--- src/patch_addr_counter.sv ---
`timescale 1ns/1ps

module patch_addr_counter #(
  parameter int WIDTH = 10
) (
  input  logic             clk,
  input  logic             rst_n,
  input  logic             inc,
  output logic [WIDTH-1:0] ptr
);

  // top bit is the lap bit
  // low bits address the memory
  // wraps naturally at 2**WIDTH
  always_ff @(posedge clk) begin
    if (!rst_n) begin
      ptr <= '0;
    end else if (inc) begin
      ptr <= ptr + 1'b1;
    end
  end

endmodule

--- config.mk ---
export PLATFORM = sky130hd
export DESIGN_NAME = patch_addr_counter
export DESIGN_NICKNAME = d
export VERILOG_FILES = /design/src/patch_addr_counter.sv
export SDC_FILE = /design/constraint.sdc
export NUM_CORES = 1
export LEC_CHECK = 0
export BUFFER_PORTS_ARGS = -buffer_cell sky130_fd_sc_hd__buf_2
export CAP_MARGIN = 10
export CORE_AREA = 4 4 41 43
export CTS_BUF_LIST = sky130_fd_sc_hd__clkbuf_4 sky130_fd_sc_hd__clkbuf_8 sky130_fd_sc_hd__clkbuf_16
export DETAILED_ROUTE_END_ITERATION = 12
export DIE_AREA = 0 0 45 47
export PLACE_DENSITY = 0.63
export RECOVER_POWER = 25
export SETUP_SLACK_MARGIN = 0.1
export SYNTH_ARGS = -nofsm -noshare
export SYNTH_HDL_FRONTEND = slang
export SYNTH_SLANG_ARGS = --single-unit
--- constraint.sdc ---
create_clock -name clk -period 1.5 [get_ports clk]
set_input_delay 0.3 -clock clk [delete_from_list [all_inputs] [get_ports clk]]
set_output_delay 0.3 -clock clk [all_outputs]
set_load 0.02 [all_outputs]
==> impl_metrics.tcl, run 1 <==
set metrics [dict create \
    status "completed" \
    gr-usage-met1_pct 12.93 \
    ys_warn_count 0 \
    cts_buffers 3 \
    area_growth_pct 21.89 \
    fmax_ghz 0.7546 \
    synthesis.nets 53 \
    synthesis.area_um2 462.9 \
    ys_seq_area_share_pct 43.24 \
    switchingPower_mw 0.1086 \
    insertion_delay_ns 0.25 \
    cts.clk_slew.worst_paths_ns 0.06 \
    overflow 0 \
    multi_input_area_um2 244.0 \
    io_pins 13 \
    clockPowerShare_pct 34.8 \
    antenna_found_initial 0 \
    critPathKind "reg2reg" \
    critPathSlowestCell "or3_1" \
    min_path_type "in2reg" \
    critPathBufInv 0 \
    synth-edff-count 0 \
    relSlewSlack_pct 78.49 \
    synth_top_family_by_area "simple AND/OR/NAND/NOR gates" \
    globalRouteMet3Util_pct 3.065 \
    p_per_area_nw_per_um2 867.0 \
    pwr-share-seq_pct 57.2 \
    dr_total_vias 405 \
    top_usage_layer "met2" \
    grt_pass1_vias 378 \
    top_register "ptr" \
    maxCapViolCount 0 \
    path_max_fanout 5 \
    arrival_ns 1.50 \
    port_buffers 12 \
    synth_xor_area_share_pct 7.568 \
    core_um2 1301 \
    largest_reg_flops 10 \
    start_util_pct 35.58 \
    h-tree-depth 1 \
    worstSetupStartpointType "register" \
    fillers 137 \
    skew_ns 0.006607 \
    wl_per_cell_um 11.97 \
    synth_compound_area_share_pct 12.43 \
    crit_chain "ha_1 > nand4_1 > or3_1 > a21boi_0" \
    critPathRequiredTime_ns 1.67 \
    hold_viol 0 \
    synth_area_per_cell_um2 9.448 \
    power_leakage_nw 0.2214 \
    ys_types 24 \
    setup_tns_ns 0 \
    cp-end-kind "register" \
    drc 0 \
    syn_inst 49 \
    place_hpwl_um 708.4 \
    final-setup-viol-count 0 \
    grtUsageMet2_pct 14.69 \
    internal_power_mw 0.3807 \
    synth-adder-area-share_pct 2.703 \
    period_needed_ns 1.325 \
    rows 13 \
    grt_setup_unrepaired "false" \
    drt_iter0_markers 1 \
    dr.pass1.iters 3 \
    placed_area_um2 533.0 \
    numClockSinks 10 \
    ant_nets 0 \
    fin_area_um2 564.3 \
    nets 69 \
    drive_gt1_share_pct 28.57 \
    worst_pin_slew_ns 0.3197 \
    p_sw_share_pct 22.19 \
    cts_tree "yes" \
    synth.area.mux_share_pct 4.324 \
    synth-seq-cells 10 \
    synth_top_flop_cell "dfxtp_1" \
    antenna_cells 0 \
    track_usage_pct 10.17 \
    drt-total-wl_um 934 \
    gp_congestion 0.6613 \
    clk_path_buf_depth 2 \
    die_w_um 45 \
    grt_max_degree 13 \
    async_reset_ff_share_pct 0 \
    dieArea_um2 2115 \
    finalPower_mw 0.4893 \
    cpPeakStageDelay_ns 0.38 \
    regArea_um2 205.2 \
    fp.dieH_um 47 \
    largestRegisters "ptr x10" \
    via_per_inst 5.192 \
    critical-path-top-delay-family "simple AND/OR/NAND/NOR gates" \
    cts_root_buffer "clkbuf_4" \
    ir_worst_vdd_mv 0.4190 \
    combPwrFrac_pct 8.0 \
    grt_pass1_wl_mm 1.559 \
    period_share_pct 88.34 \
    yosys.area_share.simple_pct 25.68 \
    slew_violations 0 \
]
==> path summary, 6_finish.rpt <==
| check | from | end | slack, ns | depth (start not counted) |
|---|---|---|---|---|
| setup / recovery | ptr[0] | ptr[6] | 0.17 | 4 |
| hold / removal | rst_n | ptr[9] | 0.38 | 3 |
| hold reg to reg | ptr[9] | ptr[9] | 0.47 | 2 |
| setup reg to reg | ptr[0] | ptr[6] | 0.17 | 4 |
==> repair_timing <==
item,in CTS,in global routing
hold buffers,0,0
buffers inserted,0,1
gates resized for setup,0,2
hold endpoints to repair,0,0
setup endpoints to repair,0,2
==> cells by family after synthesis <==
kind of cell    Yosys count
compound gates            8
xor+xnor                  4
fa+ha+maj                 1
buf+inv                   4
flops                    10
mux                       2
simple gates             20
==> Yosys cell counts (2+ instances only) <==
| library cell | count | area share, % |
|---|---|---|
| nand2_1 | 4 | 3.2 |
| o21ai_0 | 2 | 2.2 |
| dfxtp_1 | 10 | 43 |
| or3_1 | 2 | 2.7 |
| inv_1 | 2 | 1.6 |
| and2_1 | 4 | 5.4 |
| mux2i_1 | 2 | 4.3 |
| a21boi_0 | 2 | 3.2 |
| nand4_1 | 3 | 4.1 |
| xnor2_1 | 3 | 5.7 |
| nand2b_1 | 2 | 2.7 |
==> cells in the final DEF (no fill, tap or decap), types with 2 or more instances in the layout <==
cell type and n:
and2_1 3, a21boi_0 2, nand2_1 4, dfxtp_1 8, nand2b_1 2, mux2i_1 2, clkbuf_4 3, nand4_1 3
or3_1 2, buf_2 11, o21ai_0 2, xnor2_1 3, inv_1 2
==> routing by layer <==
metal / vias up / routed length [um]
met5: - / 0
met4: 0 / 4
met3: 2 / 83
met2: 11 / 400
met1: 188 / 446
li1: 204 / -
==> power groups by stage <==
stage | clock, mW | combinational (mW) | sequential (mW)
detailed placement | 0 | 0.0396 | 0.286
CTS | 0.181 | 0.0399 | 0.280
floorplan | 0 | 0.0214 | 0.292
global route | 0.188 | 0.0434 | 0.281
finish | 0.170 | 0.0391 | 0.280
global placement | 0 | 0.0396 | 0.285
==> worst min-delay path: cells and delay by family <==
kind	cells	cell delay [ns]
multiplexers	1	0.05
buffers and inverters	1	0.16
AND/OR/NAND/NOR	1	0.08
==> area by class of cell <==
type | instances | area share (%)
flip-flops and latches | 10 | 36.36
multi-input cells | 35 | 43.24
well taps | 15 | 3.326
clock buffers | 3 | 3.991
repair buffers | 13 | 11.75
inverters | 2 | 1.330
==> metrics by stage <==
step                setup WS, ns  util, %  hold WS, ns  std cells
global route             0.08880    43.37       0.3917         78
CTS                       0.1053    42.69       0.3800         77
finish                    0.1749    43.37       0.3835         78
global placement          0.1943    40.96       0.4501         74
floorplan                 0.1520        -       0.4499         49
detailed placement        0.1310    40.96       0.4617         74
Note: power is estimated with default switching activity, not from simulation.
==> run 2: changes to the inputs <==
--- a/config.mk
+++ b/config.mk
@@ -8,8 +8,8 @@
 export BUFFER_PORTS_ARGS = -buffer_cell sky130_fd_sc_hd__buf_2
 export CAP_MARGIN = 10
-export CORE_AREA = 4 4 41 43
+export CORE_AREA = 2 2 39 41
 export CTS_BUF_LIST = sky130_fd_sc_hd__clkbuf_4 sky130_fd_sc_hd__clkbuf_8 sky130_fd_sc_hd__clkbuf_16
 export DETAILED_ROUTE_END_ITERATION = 12
-export DIE_AREA = 0 0 45 47
+export DIE_AREA = 0 0 41 43
 export PLACE_DENSITY = 0.63
 export RECOVER_POWER = 25
==> constraint.sdc (replaced) <==
create_clock -name clk -period 1.5 [get_ports clk]
set_input_delay 0.3 -clock clk [delete_from_list [all_inputs] [get_ports clk]]
set_output_delay 0.3 -clock clk [all_outputs]
set_load 0.01 [all_outputs]
==> impl_metrics.tcl, run 2 (synthesis results as in run 1) <==
set metrics [dict create \
    largest_reg_flops 10 \
    crit_chain "nand3_2 > or4_1 > a21boi_1" \
    insertion_delay_ns 0.26 \
    arrival_ns 1.47 \
    clockPowerShare_pct 36.6 \
    hold_viol 0 \
    combPwrFrac_pct 6.9 \
    slew_violations 0 \
    period_share_pct 84.79 \
    track_usage_pct 12.85 \
    critPathKind "reg2reg" \
    clk_path_buf_depth 2 \
    h-tree-depth 1 \
    switchingPower_mw 0.1142 \
    status "completed" \
    antenna_cells 0 \
    path_max_fanout 5 \
    power_leakage_nw 0.2204 \
    period_needed_ns 1.272 \
    relSlewSlack_pct 77.38 \
    worst_pin_slew_ns 0.3361 \
    grt_setup_unrepaired "false" \
    critPathRequiredTime_ns 1.69 \
    fp.dieH_um 43 \
    drt-total-wl_um 842 \
    p_per_area_nw_per_um2 874.9 \
    drc 0 \
    cts_root_buffer "clkbuf_4" \
    largestRegisters "ptr x10" \
    area_growth_pct 22.16 \
    dp_cells 75 \
    drt_iter0_markers 0 \
    critPathBufInv 0 \
    worstSetupStartpointType "register" \
    port_buffers 12 \
    cpPeakStageDelay_ns 0.51 \
    finalPower_mw 0.4948 \
    grt_pass1_wl_mm 1.511 \
    core_um2 1384 \
    pre_cts_ws_ns 0.09779 \
    pwr-share-seq_pct 56.5 \
    final.setup.worst_slack_ns 0.2282 \
    critical-path-top-delay-family "simple AND/OR/NAND/NOR gates" \
    cts_buffers 3 \
    internal_power_mw 0.3806 \
    min_path_type "in2reg" \
    critPathSlowestCell "or4_1" \
    cts_tree "yes" \
    maxCapViolCount 0 \
    rows 14 \
    final_cell_mix "buf_2 (11), dfxtp_1 (8), nand2_1 (4)" \
    whs_ns 0.3829 \
    skew_ns 0.002622 \
    final-setup-viol-count 0 \
    via_per_inst 5.013 \
    setup_tns_ns 0 \
    grt_pass1_vias 377 \
    fmax_ghz 0.7863 \
    cts.clk_slew.worst_paths_ns 0.07 \
    ir_worst_vdd_mv 0.2472 \
    numClockSinks 10 \
    start_util_pct 33.45 \
    io_pins 13 \
    fillers 148 \
    final_common_cell "buf_2" \
    dr_total_vias 396 \
    grt_max_degree 13 \
    layout.cells.non_filler 79 \
    p_sw_share_pct 23.08 \
    overflow 0 \
    die_w_um 41 \
    dr.pass1.iters 1 \
    drive_gt1_share_pct 28.57 \
    top_register "ptr" \
    wl_per_cell_um 10.66 \
    ant_nets 0 \
    antenna_found_initial 0 \
    dieArea_um2 1763 \
    gp_congestion 0.6138 \
    nets 69 \
    cp-end-kind "register" \
    fin_area_um2 565.5 \
    placed_area_um2 531.8 \
    utilization_pct 40.87 \
]
## run 2: cell counts in the layout (fill, tap and decap cells not counted)
Identical to the previous run, type by type.
## run 2: path summary, 6_finish.rpt
| check | from | end | slack, ns | depth (start not counted) |
|---|---|---|---|---|
| worst min-delay path | rst_n | ptr[9] | 0.38 | 3 |
| worst min register to register | ptr[9] | ptr[9] | 0.47 | 2 |
| worst max register to register | ptr[2] | ptr[7] | 0.23 | 3 |
| worst max-delay path | ptr[2] | ptr[7] | 0.23 | 3 |
## run 2: repair_timing
item | 4_1_cts | 5_1_grt
hold buffers | 0 | 0
pin swaps | 0 | 3
endpoints found under the setup margin | 2 | 2
setup buffers | 0 | 1
cloned | 0 | 0
resized for setup | 1 | 2
## run 2: layout make-up
cell class | count | area (um2) | share of cell area [%]
sequential | 10 | 205.2 | 36.28
timing repair buffer | 13 | 66.31 | 11.73
inverter | 2 | 7.507 | 1.327
clock buffer | 3 | 22.52 | 3.982
multi-input combinational | 35 | 244.0 | 43.14
tap | 16 | 20.02 | 3.540
## run 2: per-layer routing
layer  up-vias  wire length [um]  global-route usage (%)
met5         -                 0                       0
met4         0                22                   12.00
met3         2                23                   1.571
met2         6               425                   18.44
met1       185               371                   15.43
li1        203                 -                       -
## run 2: power by group through the flow
stage	sequential (mW)	clock, mW	combinational [mW]
floorplan	0.287	0	0.0214
finish	0.280	0.181	0.0341
CTS	0.279	0.187	0.0350
global route	0.281	0.195	0.0404
detailed placement	0.285	0	0.0347
global placement	0.284	0	0.0339
## run 2: worst register-to-register path: stages (launching register included)
cell and delay (ns):
dfxtp_1 0.42, nand3_2 0.14, or4_1 0.51, a21boi_1 0.14
