[config.mk]
export PLATFORM = sky130hd
export DESIGN_NAME = query_ctrl_flat
export DESIGN_NICKNAME = d
export VERILOG_FILES = /design/src/query_pkg.sv /design/src/patch_mem_if.sv /design/src/query_ctrl.sv /design/src/flat_wrapper.sv
export VERILOG_INCLUDE_DIRS = /design/src
export SDC_FILE = /design/constraint.sdc
export NUM_CORES = 1
export LEC_CHECK = 0
export BUFFER_PORTS_ARGS = -buffer_cell sky130_fd_sc_hd__buf_2
export CAP_MARGIN = 20
export CORE_AREA = 2 2 108 110
export DETAILED_ROUTE_END_ITERATION = 7
export DIE_AREA = 0 0 110 112
export SYNTH_ARGS = -nofsm -noshare
export SYNTH_HDL_FRONTEND = slang
export SYNTH_SLANG_ARGS = --single-unit
[constraint.sdc]
create_clock -name clk -period 7.2 [get_ports clk]
set_clock_uncertainty 0.1 [all_clocks]
set_input_delay 1.08 -clock clk [delete_from_list [all_inputs] [get_ports clk]]
set_output_delay 1.08 -clock clk [all_outputs]
set_load 0.01 [all_outputs]
[src/query_defs.svh]
`ifndef QUERY_DEFS_SVH
`define QUERY_DEFS_SVH

// patch element width, one pixel feature
`define QB_ELEM_WIDTH 11

// elements per query patch
`define QB_PATCH_SIZE 5

// patch address, 512 entries over two banks
`define QB_ADDR_WIDTH 9

// data width of one sram macro
`define QB_MACRO_WIDTH 32

// entries per macro, 256 deep
`define QB_MACRO_ADDR_WIDTH 8

`endif

[src/query_pkg.sv]
`include "query_defs.svh"

package query_pkg;

  // one element of a query patch
  typedef logic [`QB_ELEM_WIDTH-1:0] elem_t;

  // element 0 sits in the low bits
  typedef elem_t [`QB_PATCH_SIZE-1:0] patch_t;

  // patch address, top bit is the bank
  typedef logic [`QB_ADDR_WIDTH-1:0] mem_addr_t;

  // address plus lap bit
  typedef logic [`QB_ADDR_WIDTH:0] ptr_t;

  // occupancy, 0 to 512 inclusive
  typedef logic [`QB_ADDR_WIDTH:0] count_t;

  // write side handshake
  typedef enum logic {W_IDLE, W_ACK} wr_state_e;

  // read side handshake
  typedef enum logic [1:0] {R_IDLE, R_WAIT, R_OFFER, R_DROP} rd_state_e;

endpackage

[src/patch_mem_if.sv]
`timescale 1ns/1ps

interface patch_mem_if;
  import query_pkg::*;

  // port 0, write only here
  // active low select
  logic      csb0;
  // active low write strobe
  logic      web0;
  mem_addr_t addr0;
  patch_t    wpatch0;

  // port 1, read only
  // active low read select
  logic      csb1;
  mem_addr_t addr1;
  // valid one cycle after the read select
  patch_t    rpatch1;

  // controller side
  modport ctrl (
    output csb0, web0, addr0, wpatch0,
    output csb1, addr1,
    input  rpatch1
  );

  // banked memory side
  modport mem (
    input  csb0, web0, addr0, wpatch0,
    input  csb1, addr1,
    output rpatch1
  );

endinterface

[src/query_ctrl.sv]
`timescale 1ns/1ps

module query_ctrl (
  input  logic                clk,
  input  logic                rst_n,
  // I/O side, host requests
  input  logic                in_req,
  input  query_pkg::patch_t   in_patch,
  output logic                in_ack,
  // compute side, DUT requests
  output logic                out_req,
  output query_pkg::patch_t   out_patch,
  input  logic                out_ack,
  output query_pkg::count_t   patch_count,
  // pointer counters
  input  query_pkg::ptr_t     wr_ptr,
  input  query_pkg::ptr_t     rd_ptr,
  output logic                wr_inc,
  output logic                rd_inc,
  patch_mem_if.ctrl           mem
);
  import query_pkg::*;

  localparam int AW = $bits(mem_addr_t);

  wr_state_e wr_state;
  wr_state_e wr_state_nxt;
  rd_state_e rd_state;
  rd_state_e rd_state_nxt;
  logic      full;
  logic      empty;
  logic      wr_fire;
  logic      rd_fire;

  // same address, opposite laps
  assign full  = (wr_ptr[AW] != rd_ptr[AW]) && (wr_ptr[AW-1:0] == rd_ptr[AW-1:0]);
  assign empty = (wr_ptr == rd_ptr);

  // write lands on the edge that sees in_req
  assign wr_fire = (wr_state == W_IDLE) && in_req && !full;
  // read issued straight from idle
  assign rd_fire = (rd_state == R_IDLE) && !empty;

  assign wr_inc = wr_fire;
  assign rd_inc = rd_fire;

  // port 0 is write only, strobe follows select
  assign mem.csb0    = !wr_fire;
  assign mem.web0    = !wr_fire;
  assign mem.addr0   = wr_ptr[AW-1:0];
  assign mem.wpatch0 = in_patch;

  assign mem.csb1  = !rd_fire;
  assign mem.addr1 = rd_ptr[AW-1:0];

  // write handshake
  always_comb begin
    wr_state_nxt = wr_state;
    case (wr_state)
      W_IDLE: begin
        // full leaves in_req waiting, no ack
        if (wr_fire) begin
          wr_state_nxt = W_ACK;
        end
      end
      W_ACK: begin
        // hold ack until host lets go
        if (!in_req) begin
          wr_state_nxt = W_IDLE;
        end
      end
      default: wr_state_nxt = W_IDLE;
    endcase
  end

  // read handshake
  always_comb begin
    rd_state_nxt = rd_state;
    case (rd_state)
      R_IDLE: begin
        if (rd_fire) begin
          rd_state_nxt = R_WAIT;
        end
      end
      // macro data arrives here
      R_WAIT: rd_state_nxt = R_OFFER;
      R_OFFER: begin
        // back-pressure, hold until ack
        if (out_ack) begin
          rd_state_nxt = R_DROP;
        end
      end
      R_DROP: begin
        // host must release ack first
        if (!out_ack) begin
          rd_state_nxt = R_IDLE;
        end
      end
      default: rd_state_nxt = R_IDLE;
    endcase
  end

  always_ff @(posedge clk) begin
    if (!rst_n) begin
      wr_state <= W_IDLE;
      rd_state <= R_IDLE;
    end else begin
      wr_state <= wr_state_nxt;
      rd_state <= rd_state_nxt;
    end
  end

  // capture returned patch, stable through the offer
  always_ff @(posedge clk) begin
    if (rd_state == R_WAIT) begin
      out_patch <= mem.rpatch1;
    end
  end

  assign in_ack  = (wr_state == W_ACK);
  assign out_req = (rd_state == R_OFFER);

  // lap bit makes the difference exact up to 512
  assign patch_count = count_t'(wr_ptr - rd_ptr);

endmodule

[src/flat_wrapper.sv]
// flat-port wrapper written by rule: the top's interface ports become plain ports
module query_ctrl_flat import query_pkg::*;
  (clk, rst_n, in_req, in_patch, in_ack, out_req, out_patch, out_ack, patch_count, wr_ptr, rd_ptr, wr_inc, rd_inc, mem_csb0, mem_web0, mem_addr0, mem_wpatch0, mem_csb1, mem_addr1, mem_rpatch1);
  patch_mem_if mem_i ();
  input  logic clk;
  input  logic rst_n;
  input  logic in_req;
  input  query_pkg::patch_t in_patch;
  output logic in_ack;
  output logic out_req;
  output query_pkg::patch_t out_patch;
  input  logic out_ack;
  output query_pkg::count_t patch_count;
  input  query_pkg::ptr_t wr_ptr;
  input  query_pkg::ptr_t rd_ptr;
  output logic wr_inc;
  output logic rd_inc;
  output wire logic [$bits(mem_i.csb0)-1:0] mem_csb0;
  output wire logic [$bits(mem_i.web0)-1:0] mem_web0;
  output wire logic [$bits(mem_i.addr0)-1:0] mem_addr0;
  output wire logic [$bits(mem_i.wpatch0)-1:0] mem_wpatch0;
  output wire logic [$bits(mem_i.csb1)-1:0] mem_csb1;
  output wire logic [$bits(mem_i.addr1)-1:0] mem_addr1;
  input wire logic [$bits(mem_i.rpatch1)-1:0] mem_rpatch1;
  assign mem_csb0 = mem_i.csb0;
  assign mem_web0 = mem_i.web0;
  assign mem_addr0 = mem_i.addr0;
  assign mem_wpatch0 = mem_i.wpatch0;
  assign mem_csb1 = mem_i.csb1;
  assign mem_addr1 = mem_i.addr1;
  assign mem_i.rpatch1 = mem_rpatch1;
  query_ctrl u_core (.clk(clk), .rst_n(rst_n), .in_req(in_req), .in_patch(in_patch), .in_ack(in_ack), .out_req(out_req), .out_patch(out_patch), .out_ack(out_ack), .patch_count(patch_count), .wr_ptr(wr_ptr), .rd_ptr(rd_ptr), .wr_inc(wr_inc), .rd_inc(rd_inc), .mem(mem_i));
endmodule
==> results of run 1 <==
[routing by layer]
layer / vias up / wire (um)
met5: - / 13
met4: 2 / 252
met3: 31 / 1060
met2: 146 / 3150
met1: 839 / 2360
li1: 893 / -
[sequential cells by signal, summed over array words and instances (netlist names)]
register	count
u_core.rd_state	2
u_core.out_patch	55
u_core.in_ack	1
[synthesized netlist by cell type (all sizes together), types with 2 or more instances]
| master | n | area, um2 |
|---|---|---|
| o311a | 2 | 20.0 |
| o21a | 3 | 22.5 |
| ha | 14 | 175 |
| buf | 74 | 556 |
| nand2 | 5 | 18.8 |
| mux2i | 2 | 20.0 |
| edfxtp | 55 | 1650 |
| nor2b | 4 | 25.0 |
| o21bai | 2 | 15.0 |
| o31ai | 2 | 15.0 |
| xor2 | 2 | 17.5 |
| xnor2 | 7 | 61.3 |
| o21ai | 4 | 20.0 |
| a21oi | 5 | 25.0 |
| inv | 15 | 56.3 |
| dfxtp | 3 | 60.1 |
| a211oi | 2 | 15.0 |
| and4 | 2 | 18.8 |
| a211o | 4 | 37.5 |
[power by group]
| part | leakage, nW | switching [mW] | internal [mW] |
|---|---|---|---|
| Clock | 0.124 | 0.131 | 0.226 |
| Sequential | 0.541 | 0.0227 | 0.488 |
| Combinational | 1.01 | 0.189 | 0.118 |
| Total | 1.67 | 0.342 | 0.832 |
[worst reg2reg max path: cells and delay by family, from the launching register on]
| kind | cells | cell delay [ns] |
|---|---|---|
| buffers and inverters | 2 | 0.63 |
| flip-flops | 1 | 0.33 |
| adder cells (fa/ha/maj) | 1 | 0.17 |
[cell type report]
class | count | area, um2 | area share (%)
Timing Repair Buffer | 169 | 848 | 23.3
Inverter | 15 | 56.3 | 1.55
Multi-Input combinational cell | 69 | 584 | 16.0
Clock buffer | 9 | 225 | 6.19
Clock inverter | 7 | 36.3 | 0.997
Sequential cell | 58 | 1710 | 47.0
Tap cell | 143 | 179 | 4.91
[stage by stage]
step / power [mW] / utilization, % / instance area, um2 / setup WS, ns / std cells
after CTS: 1.20 / 32.6 / 3640 / 3.11 / 470
after detailed placement: 0.832 / 30.2 / 3380 / 3.11 / 454
after global placement: 0.828 / 30.2 / 3380 / 3.13 / 454
final: 1.17 / 32.6 / 3640 / 3.15 / 470
after global routing: 1.25 / 32.6 / 3640 / 3.00 / 470
after floorplan: 0.724 / - / 2910 / 3.52 / 216
[cell families (layout without fill, tap and decap cells)]
kind of cell,Yosys count,after routing
AOI/OAI and AO/OA,27,27
muxes,2,2
adders and majority gates,15,15
buffers and inverters,89,200
xor gates and xnor gates,9,9
DFF,58,58
and+or+nand+nor,16,16
[final timing paths]
check | from | slack (ns) | to | cells past startpoint
setup reg to reg | u_core.rd_state[1] | 5.56 | u_core.out_patch[0] | 3
setup / recovery | wr_ptr[0] | 3.15 | patch_count[8] | 10
hold reg to reg | u_core.rd_state[1] | 0.40 | u_core.rd_state[1] | 2
hold / removal | u_core.rd_state[1] | 0.40 | u_core.rd_state[1] | 2
==> impl_results.md, run 1 <==
- CORE AREA: 11,200 um2
- Largest net degree at the start of global routing: between 50 and 60
- Vias per cell: just over 4
- Leading cell type in the layout, fill and taps excluded: buf_2
- Detail Route Antenna Nets: 0
- Setup TNS: 0 ns
- Remaining DRCs: 0
- RSZ-0062 raised after global routing: false
- Slew @ Worst Pin: ~0.66 ns
- M3 GR Usage: 5.97%
- Maxcap violations: 0
- Synthesized instance count: between 200 and 250
- Synth Area in Simple Gates: 3.06%
- CP Max Fanout: 3
- Antenna fix cells: 0
- Compound-Gate Fraction of Synth Area: 6.85%
- Relative slew slack: 56.3%
- Post-DP HPWL: between 5000 and 6000 um
- FF+latch count, synth: 58
- Die Outline Area: about 12,000 um2
- Part of the cycle the worst path needs: 56.3%
- Crit end category: output pin
- XOR/XNOR Fraction of Synth Area: under 10%
- CTS clk-pin slew, worst paths: about 0.05 ns
- Synth Area in Adders: under 10%
- Rows: 39
- Syn. warnings: 0
- Global route overflow: 0
- Via count: about 1,900
- Hold WS: between 0.4 and 0.5 ns
- Final slew viol count: 0
- Syn_area_per_cell: 13.5 um2
- Clock sinks: 58
- CTS Buf Count: 9
- Yosys cell types: 30
- TritonCTS clock tree: done
- Share of flip-flops with an asynchronous set or reset: 0%
- Initial Utilization: about 26%
- Final setup fails: 0
- Clock latency on the worst-skew pair: 0.31 ns
- Status: complete, no violations
- Final hold violation count: 0
- CTS Buffer Depth: 2
- Layout cells sized above 1: a little under three fifths
- Worst EP arrival: approximately 2.9 ns
- Met2 GRT Util: 17.6%
- First-pass GRT wire length: between 9000 and 10,000 um
- Post-CTS setup repair buffer count: 0
- H-tree levels: 3
- Wirelength, routed: between 6000 and 7000 um
- Grt peak-use layer: met2
- Fmax: 247 MHz
- Largest family of logic cells by synthesized area: buffers and inverters
- Syn Std Cell Area: between 2000 and 3000 um2
- EDFF count, synth: 55
- Iter 0 DRT Violations: 59
- Max rail drop VDD: about 0.15 mV
- Worst Path Buf+Inv: 4
- Mapped Nets: around 370
- Vias in the first global route: 1,896
- IO Port Bufs: about 170
- Hold_buf cts: 0
- Slowest-stage cell, CP: fa_1
- Critical Path RT: 6.02 ns
- Ports: 279
- Post-synthesis mux area share: less than 1%
- Power Dens Cells: 323 nW/um2
- Commonest cells after routing, fill and taps aside: 168 x buf_2, 55 x edfxtp_1, 15 x inv_1
- CP Cell Sequence: buf_2, inv_1, ha_1, inv_1, fa_1, a211oi_1, o21bai_1, a31oi_1, xnor2_1, buf_2
- Startpoint types: primary input
- Global-route track usage on met1: about a tenth
- Iteration count of the initial detailed-routing pass: 4
- Min cycle time layout: between 4 and 5 ns
- Main synth FF type: edfxtp_1
- Number of fill cells: ~1,100
- Root Driver: clkbuf_16
- Initial antenna violation count: 1
- Sequential element share of the synthesized area: approximately three fifths
- Die H: about 110 um
- Tot GR Track Use: 10.4%
- Drt wl/cell: around 15 um
- Hold WC Path Type: reg -> reg
- Leak pwr: 1.67 nW
- CP top delay family: compound AO/OA/AOI/OAI gates
- Final nets: ~470
- Chip width: roughly 110 um
- Worst setup path class: in -> out
- Post_cts resized: 0
- Gpl congestion: between 0.7 and 0.8
- Crit path largest cell delay: approximately 0.42 ns
- Area Growth Syn to Fin: 25.3%
Note: power is estimated with default switching activity, not from simulation.
==> run 2: changes to the inputs <==
CORE_AREA = 2 2 109 111   (was 2 2 108 110)
DIE_AREA = 0 0 111 113   (was 0 0 110 112)
clock period = 3.66 ns   (was 7.2 ns; I/O delays follow)
==> impl_results.md, run 2 (synthesized netlist as in run 1, its figures left out) <==
- Status: complete, no violations
- Root Driver: clkbuf_16
- Antenna fix cells: 0
- Crit end category: output pin
- CTS Buffer Depth: 2
- CORE AREA: 11,300 um2
- H-tree levels: 3
- Part of the cycle the worst path needs: about 83%
- Final nets: around 470
- Maxcap violations: 0
- Startpoint types: primary input
- Rows: 39
- Via count: around 1,900
- Slew @ Worst Pin: 0.757 ns
- Hold_buf cts: 0
- Clock latency on the worst-skew pair: about 0.32 ns
- Final setup fails: 0
- Chip width: 111 um
- Clock sinks: 58
- Power Dens Cells: approximately 670 nW/um2
- Detail Route Antenna Nets: 0
- Gpl congestion: 0.825
- Worst setup path class: in -> out
- Vias per cell: roughly 4.1
- Post-CTS setup repair buffer count: 0
- Relative slew slack: just under 50%
- TritonCTS clock tree: done
- Ports: ~280
- Die Outline Area: 12,500 um2
- Number of fill cells: 1,132
- Largest register FFs: 55
- Final slew viol count: 0
- Area after DPL: about 3400 um2
- Worst EP arrival: 2.40 ns
- Leading cell type in the layout, fill and taps excluded: buf_2
- Setup TNS: 0 ns
- Final hold violation count: 0
- Iteration count of the initial detailed-routing pass: 4
- Design area: 3690 um2
- Min cycle time layout: 3.05 ns
- RSZ-0062 raised after global routing: false
- CTS clk-pin slew, worst paths: about 0.050 ns
- Drt wl/cell: approximately 16 um
- Vias in the first global route: approximately 2,000
- Remaining DRCs: 0
- Iter 0 DRT Violations: 83
- First-pass GRT wire length: 10,900 um
- Leak pwr: around 1.7 nW
- Die H: approximately 110 um
- Initial Utilization: 25.8%
- CTS Buf Count: 9
- Commonest cells after routing, fill and taps aside: 168 x buf_2, 55 x edfxtp_1, 15 x inv_1
- Hold WC Path Type: in -> reg
- Post_cts resized: 0
- Largest net degree at the start of global routing: 35
- Fmax: between 300 and 400 MHz
- IO Port Bufs: approximately 170
- Max rail drop VDD: approximately 0.34 mV
- Post-DP HPWL: approximately 6000 um
- Global route overflow: 0
- Area Growth Syn to Fin: 27.0%
- Layout cells sized above 1: a little under three fifths
- Tot GR Track Use: roughly 11%
- Pwr Total: between 2 and 2.5 mW
- Critical Path RT: between 3 and 4 ns
- Wirelength, routed: roughly 7300 um
- Biggest register: u_core.out_patch
- Initial antenna violation count: 0
- CP Max Fanout: 3
==> run 2: routing by layer <==
layer	wire, um	GRT usage (%)	share of wire, %
met4	218	6.08	3.0
met1	2730	11.7	37
met2	3540	19.1	48
met3	850	5.36	12
met5	0	0	0
==> run 2: through the flow <==
step	hold WS, ns	worst slack, ns	instances	util [%]
floorplan	0.368	1.05	216	-
finish	0.302	0.613	470	32.7
global route	0.292	0.401	470	32.7
global placement	0.381	0.636	454	30.0
CTS	0.288	0.593	470	32.7
detailed placement	0.399	0.600	454	30.0
==> run 2: final timing paths <==
path,start,endpoint,slack (ns),depth (start not counted)
setup / recovery,wr_ptr[0],patch_count[8],0.61,10
hold / removal,mem_rpatch1[51],u_core.out_patch[51],0.30,1
setup reg to reg,u_core.rd_state[1],u_core.out_patch[24],1.66,3
hold reg to reg,u_core.rd_state[1],u_core.rd_state[1],0.40,2
==> run 2: cell type report <==
type,count,area [um2],area share [%]
clock buffers,10,229,6.21
multi-input cells,69,584,15.8
inverters,15,56.3,1.53
well taps,143,179,4.85
clock inverters,6,81.3,2.20
flip-flops and latches,58,1710,46.4
repair buffers,169,848,23.0
==> run 2: power breakdown <==
group	total (mW)	leakage [nW]	internal, mW	switching, mW
sequential	1.01	0.541	0.960	0.0457
clock	0.854	0.150	0.589	0.265
combinational	0.613	1.01	0.237	0.376
==> run 2: critical path: stages <==
cell and delay [ns]:
buf_2 0.10, inv_1 0.07, ha_1 0.16, inv_1 0.05, fa_1 0.42, a211oi_1 0.37, o21bai_1 0.12, a31oi_1 0.24
xnor2_1 0.15, buf_2 0.15
==> run 3: changes to the inputs <==
clock period = 2.5 ns   (was 3.66 ns; I/O delays follow)
==> impl_results.md, run 3 (synthesized netlist as in run 1, its figures left out) <==
- CTS Buffer Depth: 2
- Leak pwr: about 1.7 nW
- Met2 wire len: 3430 um
- Die H: between 100 and 150 um
- Vias in the first global route: between 1,500 and 2,000
- CORE AREA: 11,300 um2
- CTS clk-pin slew, worst paths: approximately 0.050 ns
- TritonCTS clock tree: done
- Worst setup path class: in -> out
- H-tree levels: 3
- Largest register FFs: 55
- Wirelength, routed: 7230 um
- CP Cell Sequence: buf_8, inv_4, ha_4, inv_2, fa_2, a211oi_2, buf_4, o21bai_1, a31oi_1, xnor2_1, buf_2
- Clock sinks: slightly below 60
- NetSw: 1.00 mW
- Layout cells sized above 1: between 60% and 70%
- Final worst slack: 0.0316 ns
- Hold_buf cts: 0
- Crit end category: output pin
- Post-layout util: between 30% and 40%
- Detail Route Antenna Nets: 0
- Via count: 1,992
- Commonest cells after routing, fill and taps aside: 167 x buf_2, 55 x edfxtp_1, 13 x inv_1
- Met3 Wirelength: roughly 780 um
- Chip width: between 100 and 150 um
- Final setup fails: 0
- Slew @ Worst Pin: ~0.7 ns
- Worst EP arrival: 1.99 ns
- Switching portion of total power: between 20 and 30%
- Beginning of the worst hold path: mem_rpatch1[4]
- Status: complete, no violations
- CTS Buf Count: 9
- Antenna fix cells: 0
- WHS Path Cells: 1
- Rows: 39
- Min cycle time layout: around 2.5 ns
- Iteration count of the initial detailed-routing pass: 4
- Crit path largest cell delay: 0.35 ns
- Internal power: between 2 and 3 mW
- Fmax: approximately 410 MHz
- Critical Path RT: 2.03 ns
- Initial Utilization: 25.8%
- IO Port Bufs: between 150 and 200
- Worst Path Buf+Inv: 5
- Gpl congestion: 0.815
- R2R Setup Slk: about 0.84 ns
- Max rail drop VDD: 0.443 mV
- Largest net degree at the start of global routing: 56
- Root Driver: clkbuf_16
- Ports: between 200 and 300
- Clock power frac: about 32%
- Hold WC Path Type: in -> reg
- Area after DPL: between 3000 and 4000 um2
- Reg2Reg Depth: 3
- Setup WS pre-CTS: -0.180 ns
- Iter 0 DRT Violations: between 100 and 150
- Tot GR Track Use: a little under an eighth
- Power Dens Cells: roughly 940 nW/um2
- Final hold violation count: 0
- Leading cell type in the layout, fill and taps excluded: buf_2
- Die Outline Area: 12,500 um2
- Area Growth Syn to Fin: 29.6%
- CP top delay family: compound AO/OA/AOI/OAI gates
- Reg2reg start: u_core.rd_state[1]
- Maxcap violations: 0
- Part of the cycle the worst path needs: between 90% and 100%
- Hold WS: 0.134 ns
- Hold endpoint: u_core.out_patch[4]
- Sequential share of power: 42.0%
- Critical R2R Capture: u_core.out_patch[36]
- CP Max Fanout: 2
- Pwr Total: 3.53 mW
- Biggest register: u_core.out_patch
- Relative slew slack: a little over half
- DR top layer: met4
- Design area: ~3800 um2
- Initial antenna violation count: 0
- Logic pwr share: 25.6%
- Drt wl/cell: about 15 um
- Clock latency on the worst-skew pair: approximately 0.31 ns
- Post-DP HPWL: 6010 um
- Final slew viol count: 0
- Final nets: 480
- Global route overflow: 0
- Met1 WL: between 2000 and 3000 um
- Startpoint types: primary input
- Vias per cell: around 4.2
- RSZ-0062 raised after global routing: true
- Slowest-stage cell, CP: fa_2
- Remaining DRCs: 0
- First-pass GRT wire length: roughly 11,000 um
[run 3: layout make-up]
class / instances / area [um2]
fillers: 1122 / 7510
flip-flops and latches: 58 / 1710
repair buffers: 178 / 926
multi-input cells: 69 / 604
clock buffers: 10 / 229
well taps: 143 / 179
inverters: 15 / 58.8
clock inverters: 6 / 57.6
[run 3: what timing repair did]
action | CTS | global route
pin swaps | 5 | 10
endpoints found under the setup margin | 2 | 3
cloned | 0 | 0
buffers inserted | 0 | 0
resized for setup | 6 | 4
[run 3: layer usage]
layer / up-vias / track usage (%)
met5: - / 0
li1: 915 / -
met3: 25 / 5.57
met2: 151 / 18.7
met4: 0 / 6.08
met1: 901 / 11.8
[run 3: worst max-delay path by stage]
stage	depth (start not counted)	from	to
3_5_place_dp	11	wr_ptr[0]	patch_count[8]
2_1_floorplan	2	u_core.rd_state[1]	u_core.out_patch[0]
3_3_place_gp	11	wr_ptr[0]	patch_count[8]
4_1_cts	11	wr_ptr[0]	patch_count[8]
5_1_grt	11	wr_ptr[0]	patch_count[8]
6_report	11	wr_ptr[0]	patch_count[8]
[run 3: metrics by stage]
step                std cells  setup TNS [ns]
floorplan                 216               0
global route              479          -0.116
detailed placement        463          -0.310
finish                    479               0
global placement          463          -0.298
CTS                       479               0
[run 3: power groups by stage]
stage                     logic (mW)  registers, mW  clock network (mW)
final                          0.903           1.48                1.14
after global routing           0.989           1.50                1.23
after CTS                      0.919           1.49                1.18
after detailed placement       0.911           1.50                   0
after global placement         0.907           1.49                   0
after floorplan                0.455           1.63                   0
[run 3: worst register-to-register path: stages, from the launching register on]
cell	delay (ns)
dfxtp_1	0.33
inv_1	0.11
ha_2	0.17
buf_4	0.53
